==> src/verilog/wb_pkg.sv <==
// wishbone subsystem types
package wb_pkg;

    // bus geometry
    localparam int WB_ADR_W = 32;
    localparam int WB_DAT_W = 32;
    localparam int WB_SEL_W = 4;

    // sram sizing and response latency
    localparam int SRAM_WORDS = 256;
    localparam int SRAM_IDX_W = $clog2(SRAM_WORDS);
    localparam int SRAM_WAIT  = 1;
    localparam int WAIT_CNT_W = $clog2(SRAM_WAIT + 1);

    // processor side request, held as a level
    typedef struct packed {
        logic [WB_ADR_W-1:0] adr;
        logic [WB_DAT_W-1:0] wdata;
        logic [WB_SEL_W-1:0] sel;
        logic                write;
        logic                read;
    } cpu_req_t;

    // manager to bus
    typedef struct packed {
        logic [WB_ADR_W-1:0] adr;
        logic [WB_DAT_W-1:0] dat;
        logic [WB_SEL_W-1:0] sel;
        logic                we;
        logic                stb;
        logic                cyc;
    } wb_req_t;

    // bus to manager
    typedef struct packed {
        logic [WB_DAT_W-1:0] dat;
        logic                ack;
    } wb_rsp_t;

    // one data word, seen whole or as byte lanes
    typedef union packed {
        logic [WB_DAT_W-1:0]          word;
        logic [WB_SEL_W-1:0][7:0]     lanes;
    } wb_word_u;

endpackage

==> src/verilog/wb_manager.sv <==
// wishbone bus manager
`timescale 1ns/10ps

module wb_manager
    import wb_pkg::*;
(
    input  logic                CLK,
    input  logic                nRST,

    // processor side
    input  cpu_req_t            cpu_req,
    output logic [WB_DAT_W-1:0] cpu_rdata,
    output logic                busy,

    // bus side
    output wb_req_t             wb_out,
    input  wb_rsp_t             wb_in
);

    typedef enum logic [1:0] {
        IDLE,
        WRITE,
        READ
    } state_t;

    state_t              state;
    state_t              next_state;
    wb_req_t             next_out;
    logic                next_busy;
    logic [WB_DAT_W-1:0] next_rdata;
    logic                valid_req;

    // exactly one of read and write, otherwise ignored
    assign valid_req = cpu_req.write ^ cpu_req.read;

    always_ff @(posedge CLK, negedge nRST) begin
        if (!nRST) begin
            state     <= IDLE;
            wb_out    <= '0;
            busy      <= 1'b0;
            cpu_rdata <= '0;
        end else begin
            state     <= next_state;
            wb_out    <= next_out;
            busy      <= next_busy;
            cpu_rdata <= next_rdata;
        end
    end

    // bus cycle sequencing
    always_comb begin
        next_state = state;
        next_out   = wb_out;
        next_busy  = busy;

        case (state)
            IDLE: begin
                if (valid_req) begin
                    next_out.adr = cpu_req.adr;
                    next_out.sel = cpu_req.sel;
                    next_out.we  = cpu_req.write;
                    next_out.stb = 1'b1;
                    next_out.cyc = 1'b1;
                    next_busy    = 1'b1;
                    if (cpu_req.write) begin
                        next_out.dat = cpu_req.wdata;
                        next_state   = WRITE;
                    end else begin
                        next_out.dat = '0;
                        next_state   = READ;
                    end
                end
            end

            // hold the cycle until the subordinate acks
            WRITE, READ: begin
                if (wb_in.ack) begin
                    next_out   = '0;
                    next_busy  = 1'b0;
                    next_state = IDLE;
                end
            end

            default: begin
                next_out   = '0;
                next_busy  = 1'b0;
                next_state = IDLE;
            end
        endcase
    end

    // read data stays put until the next read completes
    always_comb begin
        next_rdata = cpu_rdata;
        if ((state == READ) && wb_in.ack) begin
            next_rdata = wb_in.dat;
        end
    end

    stb_implies_cyc: assert property (
        @(posedge CLK) disable iff (!nRST)
        wb_out.stb |-> wb_out.cyc
    );

    // busy covers exactly the bus cycle
    busy_matches_cyc: assert property (
        @(posedge CLK) disable iff (!nRST)
        busy == wb_out.cyc
    );

endmodule

==> config.mk <==
export PLATFORM = sky130hd
export DESIGN_NAME = wb_manager
export DESIGN_NICKNAME = d
export VERILOG_FILES = /design/src/verilog/wb_pkg.sv /design/src/verilog/wb_manager.sv
export SDC_FILE = /design/constraint.sdc
export NUM_CORES = 1
export LEC_CHECK = 0
export BUFFER_PORTS_ARGS = -buffer_cell sky130_fd_sc_hd__clkbuf_2
export CAP_MARGIN = 20
export CELL_PAD_IN_SITES_DETAIL_PLACEMENT = 1
export CELL_PAD_IN_SITES_GLOBAL_PLACEMENT = 2
export CORE_ASPECT_RATIO = 1.2
export CORE_MARGIN = 1
export CORE_UTILIZATION = 25
export DETAILED_ROUTE_END_ITERATION = 12
export PLACE_DENSITY = 0.86
export SYNTH_ARGS = -nofsm -noshare
export SYNTH_HDL_FRONTEND = slang
export SYNTH_SLANG_ARGS = --single-unit
==> constraint.sdc <==
create_clock -name CLK -period 1.7 [get_ports CLK]
set_input_delay 0.255 -clock CLK [delete_from_list [all_inputs] [get_ports CLK]]
set_output_delay 0.255 -clock CLK [all_outputs]
set_load 0.01 [all_outputs]
**Word level (Yosys, flattened, before mapping)**

Index checks and enable logic that the tools add are counted.
W data, S select, Z words.

- Register bits after elaboration: 106
- Logic and storage cells: 29

- Equality and inequality tests: 4
- Muxes and demuxes: 11
- Bitwise gates (word level): 1
- Reduce and logical (&&, ||, !) cells: 4

Operator list:

| operator | count |
|---|---|
| $mux W71 | 2 |
| $pmux W71 S2 | 1 |
| $mux W32 | 1 |
| $mux W2 | 3 |
| $ne A2 B2 Y1 const B | 2 |
| $pmux W2 S2 | 1 |
| $eq A2 B1 Y1 const B | 1 |
| $eq A2 B2 Y1 const B | 1 |
| $logic_not A2 Y1 | 1 |
| $mux W1 | 2 |
| $pmux W1 S2 | 1 |
| $reduce_and A2 Y1 | 1 |
| $reduce_or A2 Y1 | 1 |
| $logic_and A1 B1 Y1 | 1 |
| $xor A1 B1 Y1 | 1 |

**Depth between registers and ports, before layout**

- Depth in word-level cells: 4
- Gate-level depth with buffers: 7
- Mapped depth without buffers: 5

**Worst setup path after synthesis**

Ideal clock, no wire load.

- Path type: register -> register
- Start point: register state[0]
- End point: register wb_out[40] (netlist name)
- Arrival time: 1.432 ns
- Data required time: 1.579 ns
- Slack: 0.147 ns
- Cell stages (with the launch flop): 8
- Path buffers: 2
- Period minus slack after synthesis: 1.553 ns
- Cells stage by stage: dfrtp_1 inv_1 ha_1 nand2b_1 and3_1 buf_4 buf_6 a22o_1

- Cells in the longest elaborated chain, start to end: 4
- Elaborated cells between the ends (all ways): 8
- Those cells by class: eq/ne: 4; mux: 1; reduce/logical: 3

Ends and longest elaborated chain:

| what | RTL line | RTL |
|---|---|---|
| start, declared | wb_manager.sv:26 | `state_t state;` |
| start signal, assigned | wb_manager.sv:43 | `state <= next_state;` |
| $eq A2 B2 Y1 or $eq A2 B1 Y1 (tied branches) | wb_manager.sv:56 | `case (state)` |
| $reduce_or A2 Y1 | wb_manager.sv:56 |  |
| $ne A2 B2 Y1 (no line) | n/a |  |
| $reduce_and A2 Y1 (no line) | n/a |  |
| end signal, assigned | wb_manager.sv:44 | `wb_out <= next_out;` |
| end, declared | wb_manager.sv:16 | `output wb_req_t wb_out,` |

Several ways; a longest one is shown, not always the timed one.
A chain may end at the register's enable or synchronous reset.

**Final worst setup path**

- Start point: register state[0]
- End point: register wb_out[27] (netlist name)

Same word-level chain as after synthesis.

==> results.md <==
* Final Cycle Share at 97.43%
* DRT Pass-1 Iters at 4
* Fin util at about 37%
* Routability Congestion at 0.6958
* Total die area at between 15000 and 20000 sq um
* Worst reg2reg startpoint: state[0]
* Die W at between 100 and 150 um
* Core Area at 14960 sq um
* CP max FO at 28
* Via Count at between 2k and 3k
* Critical path's slowest cell: dfrtp_1
* Hpwl dp at 7658 um
* GRT Residual Overflow at 0
* Async SR Flop Fraction at 100.0%
* Synthesized area at 3819 sq um
* H-tree depth at 3
* Iter 0 DRT Violations at 63
* Worst path arrival time at 1.88 ns
* Post-synth EDFFs at 0
* Yosys warnings at 0
* Post-synthesis sequential area ratio at 67.50%
* Clk Latency, worst-skew pair at 0.34 ns
* Pwr Density at 1985 nW/um^2
* Critical Path Source Type: register
* Maxcap violations at 0
* Status: finished clean
* Ratio of cells with drive above 1 in the final layout at 59.31%
* Endpoint class of the critical path: register
* Final std cells w/o fill at 666
* CTS Buf Count at 9
* Syn nets at approximately 350
* Num Clock Sinks at 103
* Post-Syn Instances at 243
* Synth area leaders: dfrtp_1 (67%), a22o_1 (16%), mux2_2 (9.4%)
* Final min period at 1.656 ns
* CTS Root Cell: clkbuf_16
* Predominant post-synthesis flop cell: dfrtp_1
* Critical-path cell list: inv_2 > ha_1 > nand2b_4 > o21ai_4 > buf_12 > buf_12 > a22o_1
* Register area at 2577 sq um
* Avg Synthesized Cell Area at 15.71 sq um
* Initial antenna violation count at 0
* CP required at 1.92 ns
* Post-Place Cells at 643
* Peak VDD IR at 607.0 uV
* First-pass GRT wire length at ~15000 um
* Worst hold path type: in -> reg
* Share of the synthesized area in the top cell type at 67.50%
* # rows at 49
* Hold path start: cpu_req[33]
* Setup Crit Path Kind: reg -> reg
* Clk slew on worst S/H paths at 0.07 ns
* Routed WL per cell at 15.79 um
* Slew HR at 76.99%
* Area of the multi-input gates at 1107 sq um
* CTS tree: built
* Delay of the slowest cell on the worst path at 0.37 ns
* Setup violations, final at 0
* Buf/Inv on CP at 3
* Vias per cell at between 4 and 5
* Ant. Diodes at 0
* Largest net degree at the start of global routing at 56
* Static leakage at roughly 2.9 nW
* CP startpoint: state[0]
* Final hold slack at 0.1258 ns
* Detailed Route WL at 10520 um
* Die Span Y at 137.4 um
* Max Root-Sink Buffers at 2
* Final net count at 565
* Fmax at 0.6037 GHz
* I/O Pins at 209
* Area Growth Syn to Fin at 45.12%
* Largest area contributor in the netlist: dfrtp_1
* Setup Skew at 0.01009 ns
* CP top delay family: flip-flops
* Post-route ant nets at 0
* Starting Density at 25.53%
* Post-route DRC at 0
* Post-synth cell types at 20
* Worst-margin pin slew at approximately 0.35 ns
* Pins Over Slew Limit at 0
* Tot GR Track Use at ~13%
* Most frequent CP cell: buf_12
* Number of fill cells at approximately 1.7k
* FF+latch count, synth at 103
* Setup WS post-layout at 0.04363 ns
* Buffers on Ports at about 210
* Hold Fails Final Rpt at 0
* Number of global-route vias before repair at 3069
* Setup WS pre-CTS at -0.09206 ns
==> registers in the layout (all words and copies together), names as in the netlist <==
name,flops
wb_out,69
cpu_rdata,32
state,2
==> per-stage QoR <==
stage | instance area [sq um] | TNS, ns | power (mW)
2_1_floorplan | 3819 | 0 | 6.673
4_1_cts | 5454 | 0 | 10.87
3_5_place_dp | 5125 | -3.766 | 8.647
6_report | 5542 | 0 | 11.00
5_1_grt | 5542 | -0.1918 | 11.73
3_3_place_gp | 5125 | 0 | 8.410
==> cell usage after synthesis, types with 2 or more instances <==
library cell and instances:
a22o_1 68, buf_2 12, buf_4 4, buf_6 4, dfrtp_1 103, ha_1 3
inv_1 4, mux2_2 32, nand2b_1 2
==> power by group <==
part,total (mW),internal (mW),switching [mW],leakage [nW]
registers,4.26,3.59,0.667,1.32
clock network,2.15,1.21,0.939,0.156
logic,4.59,2.25,2.34,1.47
total,11.0,7.05,3.95,2.95
==> cell type report <==
type | instances | share of cell area, %
Clock inverter | 6 | 1.377
Clock buffer | 10 | 4.312
Sequential cell | 103 | 46.51
Timing Repair Buffer | 223 | 22.94
Inverter | 4 | 0.2709
Multi-Input combinational cell | 116 | 19.98
Tap cell | 204 | 4.606
==> routing by layer <==
layer,track usage (%),routed length (um)
met1,15.22,4465
met2,21.65,5201
met3,3.696,722
met4,4.762,127
met5,0,0
==> logic make-up (layout without fill, tap and decap cells) <==
kind of cell,after synthesis,after routing,share of synthesized area [%]
fa+ha+maj,3,3,0.9831
simple gates,5,5,0.7537
mux,33,33,9.731
flops,103,103,67.50
buf+inv,24,243,3.932
xor+xnor,1,1,0.2294
compound gates,74,74,16.87
==> repair_timing <==
action | 4_1_cts | 5_1_grt
cloned | 0 | 2
buffers inserted | 0 | 4
endpoints found under the setup margin | 69 | 69
pin swaps | 0 | 1
hold buffers | 1 | 0
hold endpoints to repair | 23 | 0
gates resized for setup | 2 | 3
==> path summary, 6_finish.rpt <==
check | end | slack [ns] | cells past startpoint
min | wb_out[34] | 0.13 | 2
max | wb_out[27] | 0.04 | 7
min in group asynchronous | cpu_rdata[27] | 0.38 | 2
max reg2reg | wb_out[27] | 0.04 | 7
max in group asynchronous | wb_out[11] | 0.76 | 3
min reg2reg | wb_out[62] | 0.51 | 1
==> cells in the final DEF, fill, tap and decap left out, types with 2 or more instances in the layout <==
cell type,count
clkbuf_2,207
dfrtp_1,103
a22o_1,68
mux2_2,32
clkbuf_16,10
buf_12,7
buf_4,5
inv_1,3
ha_1,3
clkinv_4,2
inv_6,2
buf_6,2
Note: power is estimated with default switching activity, not from simulation.
