[src/verilog/wb_pkg.sv]
// wishbone subsystem types
package wb_pkg;

    // bus geometry
    localparam int WB_ADR_W = 32;
    localparam int WB_DAT_W = 32;
    localparam int WB_SEL_W = 4;

    // sram sizing and response latency
    localparam int SRAM_WORDS = 256;
    localparam int SRAM_IDX_W = $clog2(SRAM_WORDS);
    localparam int SRAM_WAIT  = 1;
    localparam int WAIT_CNT_W = $clog2(SRAM_WAIT + 1);

    // processor side request, held as a level
    typedef struct packed {
        logic [WB_ADR_W-1:0] adr;
        logic [WB_DAT_W-1:0] wdata;
        logic [WB_SEL_W-1:0] sel;
        logic                write;
        logic                read;
    } cpu_req_t;

    // manager to bus
    typedef struct packed {
        logic [WB_ADR_W-1:0] adr;
        logic [WB_DAT_W-1:0] dat;
        logic [WB_SEL_W-1:0] sel;
        logic                we;
        logic                stb;
        logic                cyc;
    } wb_req_t;

    // bus to manager
    typedef struct packed {
        logic [WB_DAT_W-1:0] dat;
        logic                ack;
    } wb_rsp_t;

    // one data word, seen whole or as byte lanes
    typedef union packed {
        logic [WB_DAT_W-1:0]          word;
        logic [WB_SEL_W-1:0][7:0]     lanes;
    } wb_word_u;

endpackage

[src/verilog/wb_arbiter.sv]
// two way round robin bus arbiter
`timescale 1ns/10ps

module wb_arbiter
    import wb_pkg::*;
(
    input  logic    CLK,
    input  logic    nRST,

    // manager a
    input  wb_req_t m_a_req,
    output wb_rsp_t m_a_rsp,

    // manager b
    input  wb_req_t m_b_req,
    output wb_rsp_t m_b_rsp,

    // shared bus
    output wb_req_t bus_req,
    input  wb_rsp_t bus_rsp
);

    logic gnt_valid;
    logic gnt_b;
    logic last_b;
    logic pick_b;
    logic gnt_cyc;
    logic sel_a;
    logic sel_b;

    // b wins only if a is absent or a was served last
    assign pick_b  = m_b_req.cyc && (!m_a_req.cyc || !last_b);

    assign gnt_cyc = gnt_b ? m_b_req.cyc : m_a_req.cyc;
    assign sel_a   = gnt_valid && !gnt_b;
    assign sel_b   = gnt_valid && gnt_b;

    always_ff @(posedge CLK, negedge nRST) begin
        if (!nRST) begin
            gnt_valid <= 1'b0;
            gnt_b     <= 1'b0;
            // a takes the first tie
            last_b    <= 1'b1;
        end else if (!gnt_valid) begin
            if (m_a_req.cyc || m_b_req.cyc) begin
                gnt_valid <= 1'b1;
                gnt_b     <= pick_b;
                last_b    <= pick_b;
            end
        end else if (!gnt_cyc) begin
            // owner has finished its cycle
            gnt_valid <= 1'b0;
        end
    end

    // shared bus mux, idle when nobody holds the grant
    always_comb begin
        bus_req = '0;
        if (sel_a) begin
            bus_req = m_a_req;
        end else if (sel_b) begin
            bus_req = m_b_req;
        end
    end

    // responses only reach the owner
    always_comb begin
        m_a_rsp     = '0;
        m_b_rsp     = '0;
        if (sel_a) begin
            m_a_rsp = bus_rsp;
        end
        if (sel_b) begin
            m_b_rsp = bus_rsp;
        end
    end

    acks_exclusive: assert property (
        @(posedge CLK) disable iff (!nRST)
        !(m_a_rsp.ack && m_b_rsp.ack)
    );

    // no handover in the middle of a bus cycle
    grant_held_during_cycle: assert property (
        @(posedge CLK) disable iff (!nRST)
        (gnt_valid && gnt_cyc) |=> (gnt_valid && $stable(gnt_b))
    );

endmodule

[config.mk]
export PLATFORM = sky130hd
export DESIGN_NAME = wb_arbiter
export DESIGN_NICKNAME = d
export VERILOG_FILES = /design/src/verilog/wb_pkg.sv /design/src/verilog/wb_arbiter.sv
export SDC_FILE = /design/constraint.sdc
export NUM_CORES = 1
export LEC_CHECK = 0
export ABC_AREA = 0
export BUFFER_PORTS_ARGS = -buffer_cell sky130_fd_sc_hd__buf_2
export CAP_MARGIN = 15
export CORE_AREA = 10 10 115 117
export CTS_BUF_LIST = sky130_fd_sc_hd__clkbuf_2 sky130_fd_sc_hd__clkbuf_4 sky130_fd_sc_hd__clkbuf_8
export DETAILED_ROUTE_END_ITERATION = 7
export DIE_AREA = 0 0 125 127
export GPL_ROUTABILITY_DRIVEN = 0
export SLEW_MARGIN = 0
export SYNTH_ARGS = -nofsm -noshare
export SYNTH_HDL_FRONTEND = slang
export SYNTH_SLANG_ARGS = --single-unit
[constraint.sdc]
create_clock -name CLK -period 2 [get_ports CLK]
set_input_delay 0.1 -clock CLK [delete_from_list [all_inputs] [get_ports CLK]]
set_output_delay 0.1 -clock CLK [all_outputs]
set_load 0.02 [all_outputs]
## Word-level counts from Yosys, hierarchy flattened

Index checks and enable logic that the tools add are counted.

- Register bits after elaboration: 3
- Bits of input ports: 177
- Logic and storage cells: 21

- Multiplexer cells: 8
- Bitwise logic cells: 1
- Reduce and logical (&&, ||, !) cells: 9

Operators with widths:

| operator | number |
|---|---|
| 2-to-1 mux 71 bit | 2 |
| 2-to-1 mux 33 bit | 2 |
| 2-to-1 mux 1 bit | 4 |
| logical AND 1 bit | 3 |
| zero test 1 bit | 3 |
| logical OR 1 bit | 2 |
| AND reduction 2 bit | 1 |
| NOT 1 bit | 1 |

## Depth between registers and ports, before layout

Gate-level depths: netlist of run 1.

- Depth after elaboration: 3
- Gate-level depth with buffers: 5

## Worst setup path before layout of run 1

Ideal clock, no wire load.

- Path type: reg2out
- Start: reg gnt_b
- End: out bus_req[44] (netlist name)
- Arrival time: 1,178 ps
- Data required time: 1,900 ps
- Slack: 722 ps
- Stages on the path, launching flop included: 6
- Path through: dfrtp_1 -> buf_4 -> buf_8 -> buf_12 -> mux2i_1 -> nor2_1

RTL lines:

| what | RTL line | source |
|---|---|---|
| start, declared | wb_arbiter.sv:24 | `logic gnt_b;` |
| start signal, assigned | wb_arbiter.sv:47 | `gnt_b <= pick_b;` |
| end, declared | wb_arbiter.sv:19 | `output wb_req_t bus_req,` |

==> metrics.cfg, run 1 <==
[outcome]
status=complete, no violations

[clock_tree]
cts.path.max_buffers=2
root_buffer=clkbuf_8
cts.clk_slew.worst_paths_ns=0.03
cts.sinks=3
cts_made_buffers=3
tritoncts=done
clock_latency_ns=0.21
post_cts_buffers=0
cts_max_level=1

[floorplanning]
die_width_um=125
start_util_pct=15.4
die_y_um=127
die-area_sq_mm=0.0159
design.core.area_sq_mm=0.0111
rows=39
pin_count=314

[grt]
grt_first_pass_wirelength_um=16100
grt_max_degree=64
track_usage_pct=12.3
antenna_found_initial=0
grt_pass1_vias=2994
gr-total-overflow=0

[routing]
drc_errors=0
first_pass_iters=4
wl_met2_um=5730
via_per_inst=4.05
wl_per_cell_um=15.8
drt_iter0_markers=101
antenna_left=0
wl_um=10900
wl_met3_um=1350
vias=2790
highest_layer=met4
wl_met1_um=3730

[synthesis]
synth.distinct_cells=20
ys_seq_area_share_pct=4.47
synth_seq_cells=3
mappedNetlistArea_sq_mm=0.00171
syn_nets=423
syn_inst=246
yosys_warnings=0
synth.avg_cell_area_sq_um=6.95

[placement]
placed_cells=684
dp_hpwl_um=9620
io_buffers=313
placed_cell_area_sq_mm=0.00339
preCtsSetupSlack_ns=0.562

[worst_setup_path]
start_kind=flip-flop
end_kind=output port
criticalPathCategory=flip-flop to output port
path_cells=nor2b_4, and2_1, buf_2
arrival_ns=1.58
path_max_fanout=33
slowest_stage=dfrtp_4
cp_num_buf_inv=1
cp.required_ns=1.90
critPathTopFamily=simple AND/OR/NAND/NOR gates
slowest_delay_ns=0.53

[power_and_ir_drop]
seq_power_share_pct=4.0
clkPwrFrac_pct=5.3
leakage_nw=2.35
p_switching_mw=2.01
p_sw_share_pct=56.8
p_comb_share_pct=90.7
power.density_mw_per_mm2=1020
p_int_mw=1.52
ir_worst_vdd_mv=0.374

[sta]
tightest_slew_ns=0.530
final_hold_viol_count=0
skew_ns=0.00298
timing.final.crit_share_pct=83.8
drv_slew=0
finalCriticalPeriod_ns=1.68
final-setup-viol-count=0
setup_slack_ns=0.325
rsz0062_at_grt=false
hold-worst-slack_ns=0.186
setup-tns-final_ns=0
fmaxAchievable_mhz=597
relSlewSlack_pct=64.6

[cells_and_area]
area_delta_synth_final_pct=102
filler_cell_count=1222
diodes=0
layout_common_cells=buf_2, nor2_1, mux2i_1
final_common_cell=buf_2
fin_cells=689
multi_input_area_sq_mm=0.00145
fin_area_sq_mm=0.00345
drive_gt1_share_pct=60.3
nets=724
ff_latch_area_sq_um=80.1

[flow_run]
maxCapViolations=0

[hold_path]
hold_class=input port to flip-flop

worst reg2reg max path, delay by kind of cell, from the launching register on:
| kind | cells | cell delay [ns] |
|---|---|---|
| AO/OA/AOI/OAI | 1 | 0.10 |
| flip-flops | 1 | 0.53 |
| multiplexers | 1 | 0.25 |
area by class of cell:
type,count,area share (%)
clock buffers,4,1.42
multi-input cells,216,42.0
well taps,143,5.19
flip-flops and latches,3,2.32
repair buffers,322,48.9
inverters,1,0.109
state kept, by name, summed over array words and instances, names as in the netlist:
register,cells
gnt_b,1
gnt_valid,1
last_b,1
metal layers:
metal | up-vias | global-route usage, %
li1 | 1433 | -
met1 | 1172 | 11.2
met2 | 181 | 24.2
met3 | 4 | 6.33
met4 | 0 | 1.56
met5 | - | 0
what timing repair did:
action / 4_1_cts / 5_1_grt
hold buffers: 1 / 0
setup endpoints to repair: 0 / 0
resized for setup: 0 / 0
hold endpoints to repair: 3 / 0
path summary, 6_finish.rpt:
path | start | end | slack, ns | cells after the start
max | gnt_b$_DFFE_PN0P_ | m_a_rsp[9] | 0.32 | 3
min reg2reg | last_b$_DFFE_PN1P_ | last_b$_DFFE_PN1P_ | 0.53 | 1
max in group asynchronous | nRST | last_b$_DFFE_PN1P_ | 1.58 | 2
min | m_b_req[0] | gnt_b$_DFFE_PN0P_ | 0.19 | 2
max reg2reg | gnt_b$_DFFE_PN0P_ | gnt_valid$_DFF_PN0_ | 0.99 | 2
min in group asynchronous | nRST | gnt_b$_DFFE_PN0P_ | 0.22 | 2
per-stage QoR:
step | util [%] | power (mW)
after floorplan | - | 2.41
after global placement | 30.4 | 3.40
after detailed placement | 30.4 | 3.40
after CTS | 31.0 | 3.60
after global routing | 31.0 | 3.81
final | 31.0 | 3.53
cell families after synthesis:
group / share of synthesized area (%)
compound gates: 1.32
buf+inv: 10.8
flops: 4.47
mux: 41.6
simple gates: 41.8
power by group through the flow:
stage	clock (mW)	sequential, mW	combinational, mW
detailed placement	0	0.144	3.25
global placement	0	0.142	3.25
global route	0.199	0.151	3.46
CTS	0.193	0.143	3.27
floorplan	0	0.101	2.31
finish	0.186	0.143	3.20
synth_stat cells:
cell,number,area [sq um]
a21o_1,1,7.51
nand2_1,1,3.75
dfstp_2,1,26.3
and2_1,33,206
dfrtp_1,2,50.1
and3_1,33,206
nor3b_1,1,7.51
a21oi_1,1,5.00
clkbuf_1,9,33.8
buf_12,2,40.0
buf_2,6,30.0
nor2_1,72,270
nor2b_4,1,13.8
a32o_1,1,10.0
nand2b_1,1,6.26
buf_8,2,30.0
inv_2,1,3.75
clkbuf_2,2,10.0
buf_4,5,37.5
mux2i_1,71,711
Note: power is estimated with default switching activity, not from simulation.
==> inputs of run 2 (changes only) <==
Settings changed: CORE_AREA 10 10 115 117 to 10 10 113 115, DIE_AREA 0 0 125 127 to 0 0 123 125.
Clock period 2 ns to 1.5 ns, I/O delays scaled along.
==> metrics.cfg, run 2 (synthesized netlist as in run 1, its figures left out) <==
[outcome]
status=finished, violations left
violations=negative setup slack

[grt]
gr-total-overflow=0
met2_usage_pct=25.6
antenna_found_initial=0
grt_pass1_vias=3136
track_usage_pct=13.4
grt_use_met3_pct=6.30
grt_first_pass_wirelength_um=16600
grt_max_degree=39
grtUsageMet1_pct=12.5
gr-max-usage-layer=met2

[sta]
skew_ns=0.00293
final_hold_viol_count=0
timing.final.crit_share_pct=104
relSlewSlack_pct=87.9
finalCriticalPeriod_ns=1.56
rsz0062_at_grt=true
drv_slew=0
tightest_slew_ns=0.177
setup_slack_ns=-0.0572
final-setup-viol-count=38
fmaxAchievable_mhz=642

[hold_path]
min_from=m_a_req[0]
hold_class=input port to flip-flop

[worst_setup_path]
r2r_start=gnt_b$_DFFE_PN0P_
crit_start=gnt_b$_DFFE_PN0P_
cp.required_ns=1.42
slowest_delay_ns=0.52
cp_num_buf_inv=3
arrival_ns=1.48
path_cells=buf_12, buf_8, mux2i_1, nor2_1, buf_4
end_kind=output port
endpoint=bus_req[7]
reg2reg_setup_slack_ns=0.27
path_max_fanout=9
ff2ff_path_depth=4
cp_num_cells=5
reg2reg_to=gnt_valid$_DFF_PN0_
criticalPathCategory=flip-flop to output port
start_kind=flip-flop
slowest_stage=dfrtp_4
critPathTopFamily=flip-flops

[clock_tree]
tritoncts=done
cts_made_buffers=3
cts.clk_slew.worst_paths_ns=0.03
cts.path.max_buffers=2
root_buffer=clkbuf_8
cts_max_level=1
cts.sinks=3
clock_latency_ns=0.22

[power_and_ir_drop]
clkPwrFrac_pct=4.3
leakage_nw=2.56
p_int_mw=2.99
p_sw_share_pct=50.1
fin_total_pwr_mw=6.00
p_switching_mw=3.01
p_comb_share_pct=92.6
ir_worst_vdd_mv=0.896
seq_power_share_pct=3.0
power.density_mw_per_mm2=1460

[routing]
wl_per_cell_um=17.8
first_pass_iters=4
drt_iter0_markers=85
vias=2988
via_per_inst=4.26
antenna_left=0
drc_errors=0
wl_um=12500

[placement]
placed_cell_area_sq_mm=0.00345
dp_hpwl_um=10000
io_buffers=313

[floorplanning]
die-area_sq_mm=0.0154
start_util_pct=16.1
die_width_um=123
die_y_um=125
rows=38
design.core.area_sq_mm=0.0106
pin_count=314

[cells_and_area]
fin_util_pct=38.7
drive_gt1_share_pct=66.4
area_delta_synth_final_pct=140
final_common_cell=buf_2
reg.largest.list=gnt_b (1), gnt_valid (1), last_b (1)
fin_area_sq_mm=0.00410
nets=740
layout_common_cells=buf_2, nor2_1, mux2i_1
diodes=0

[flow_run]
maxCapViolations=0

[run 2: cell types whose count changed in the layout (fill, tap and decap cells not counted), moves of 4 or more]
| cell | delta |
|---|---|
| mux2i_2 | +4 |
| buf_4 | +55 |
| clkbuf_16 | +5 |
| and2_4 | +24 |
| buf_2 | -80 |
| and2_1 | -24 |
| mux2i_1 | -4 |
| buf_6 | +31 |
[run 2: worst min path at each step]
stage	end	slack [ns]	depth (start not counted)
final	gnt_valid$_DFF_PN0_	0.14	3
after global routing	gnt_valid$_DFF_PN0_	0.16	3
after CTS	gnt_valid$_DFF_PN0_	0.13	3
after detailed placement	gnt_b$_DFFE_PN0P_	-0.13	1
after global placement	gnt_b$_DFFE_PN0P_	-0.12	1
after floorplan	gnt_b$_DFFE_PN0P_	-0.22	0
[run 2: cell type report]
class,count,area (sq um)
Multi-Input combinational cell,216,1520
Inverter,1,3.75
Tap cell,140,175
Clock buffer,4,48.8
Timing Repair Buffer,338,2270
Sequential cell,3,80.1
Fill cell,1123,6500
[run 2: tightest hold or removal path, cell delays in order]
cell     delay, ns
buf_2         0.12
nor2_1        0.08
a21oi_1       0.04
[run 2: power by group through the flow]
stage / Sequential (mW) / Clock (mW) / Combinational [mW]
6_report: 0.182 / 0.260 / 5.56
3_5_place_dp: 0.184 / 0 / 4.48
2_1_floorplan: 0.135 / 0 / 3.08
5_1_grt: 0.190 / 0.276 / 5.90
3_3_place_gp: 0.182 / 0 / 4.47
4_1_cts: 0.183 / 0.266 / 4.75
[run 2: what timing repair did]
item	in CTS	in global routing
setup buffers	3	2
setup endpoints to repair	40	87
resized for setup	41	102
pin swaps	1	22
cloned	0	6
hold buffers	1	0
endpoints found under the hold margin	3	0
[run 2: per-layer routing]
layer	part of all wire [%]	vias up
met1	34	1326
met5	0	-
met2	51	190
li1	-	1460
met3	13	12
met4	1.5	0
[run 2: per-stage QoR]
step | hold slack, ns | instances | setup slack, ns | TNS, ns
5_1_grt | 0.163 | 702 | -0.118 | -4.73
3_3_place_gp | -0.125 | 686 | 0.0866 | 0
6_report | 0.144 | 702 | -0.0572 | -0.555
2_1_floorplan | -0.221 | 246 | 0.247 | 0
3_5_place_dp | -0.125 | 686 | 0.0922 | 0
4_1_cts | 0.133 | 694 | -0.0763 | -0.652
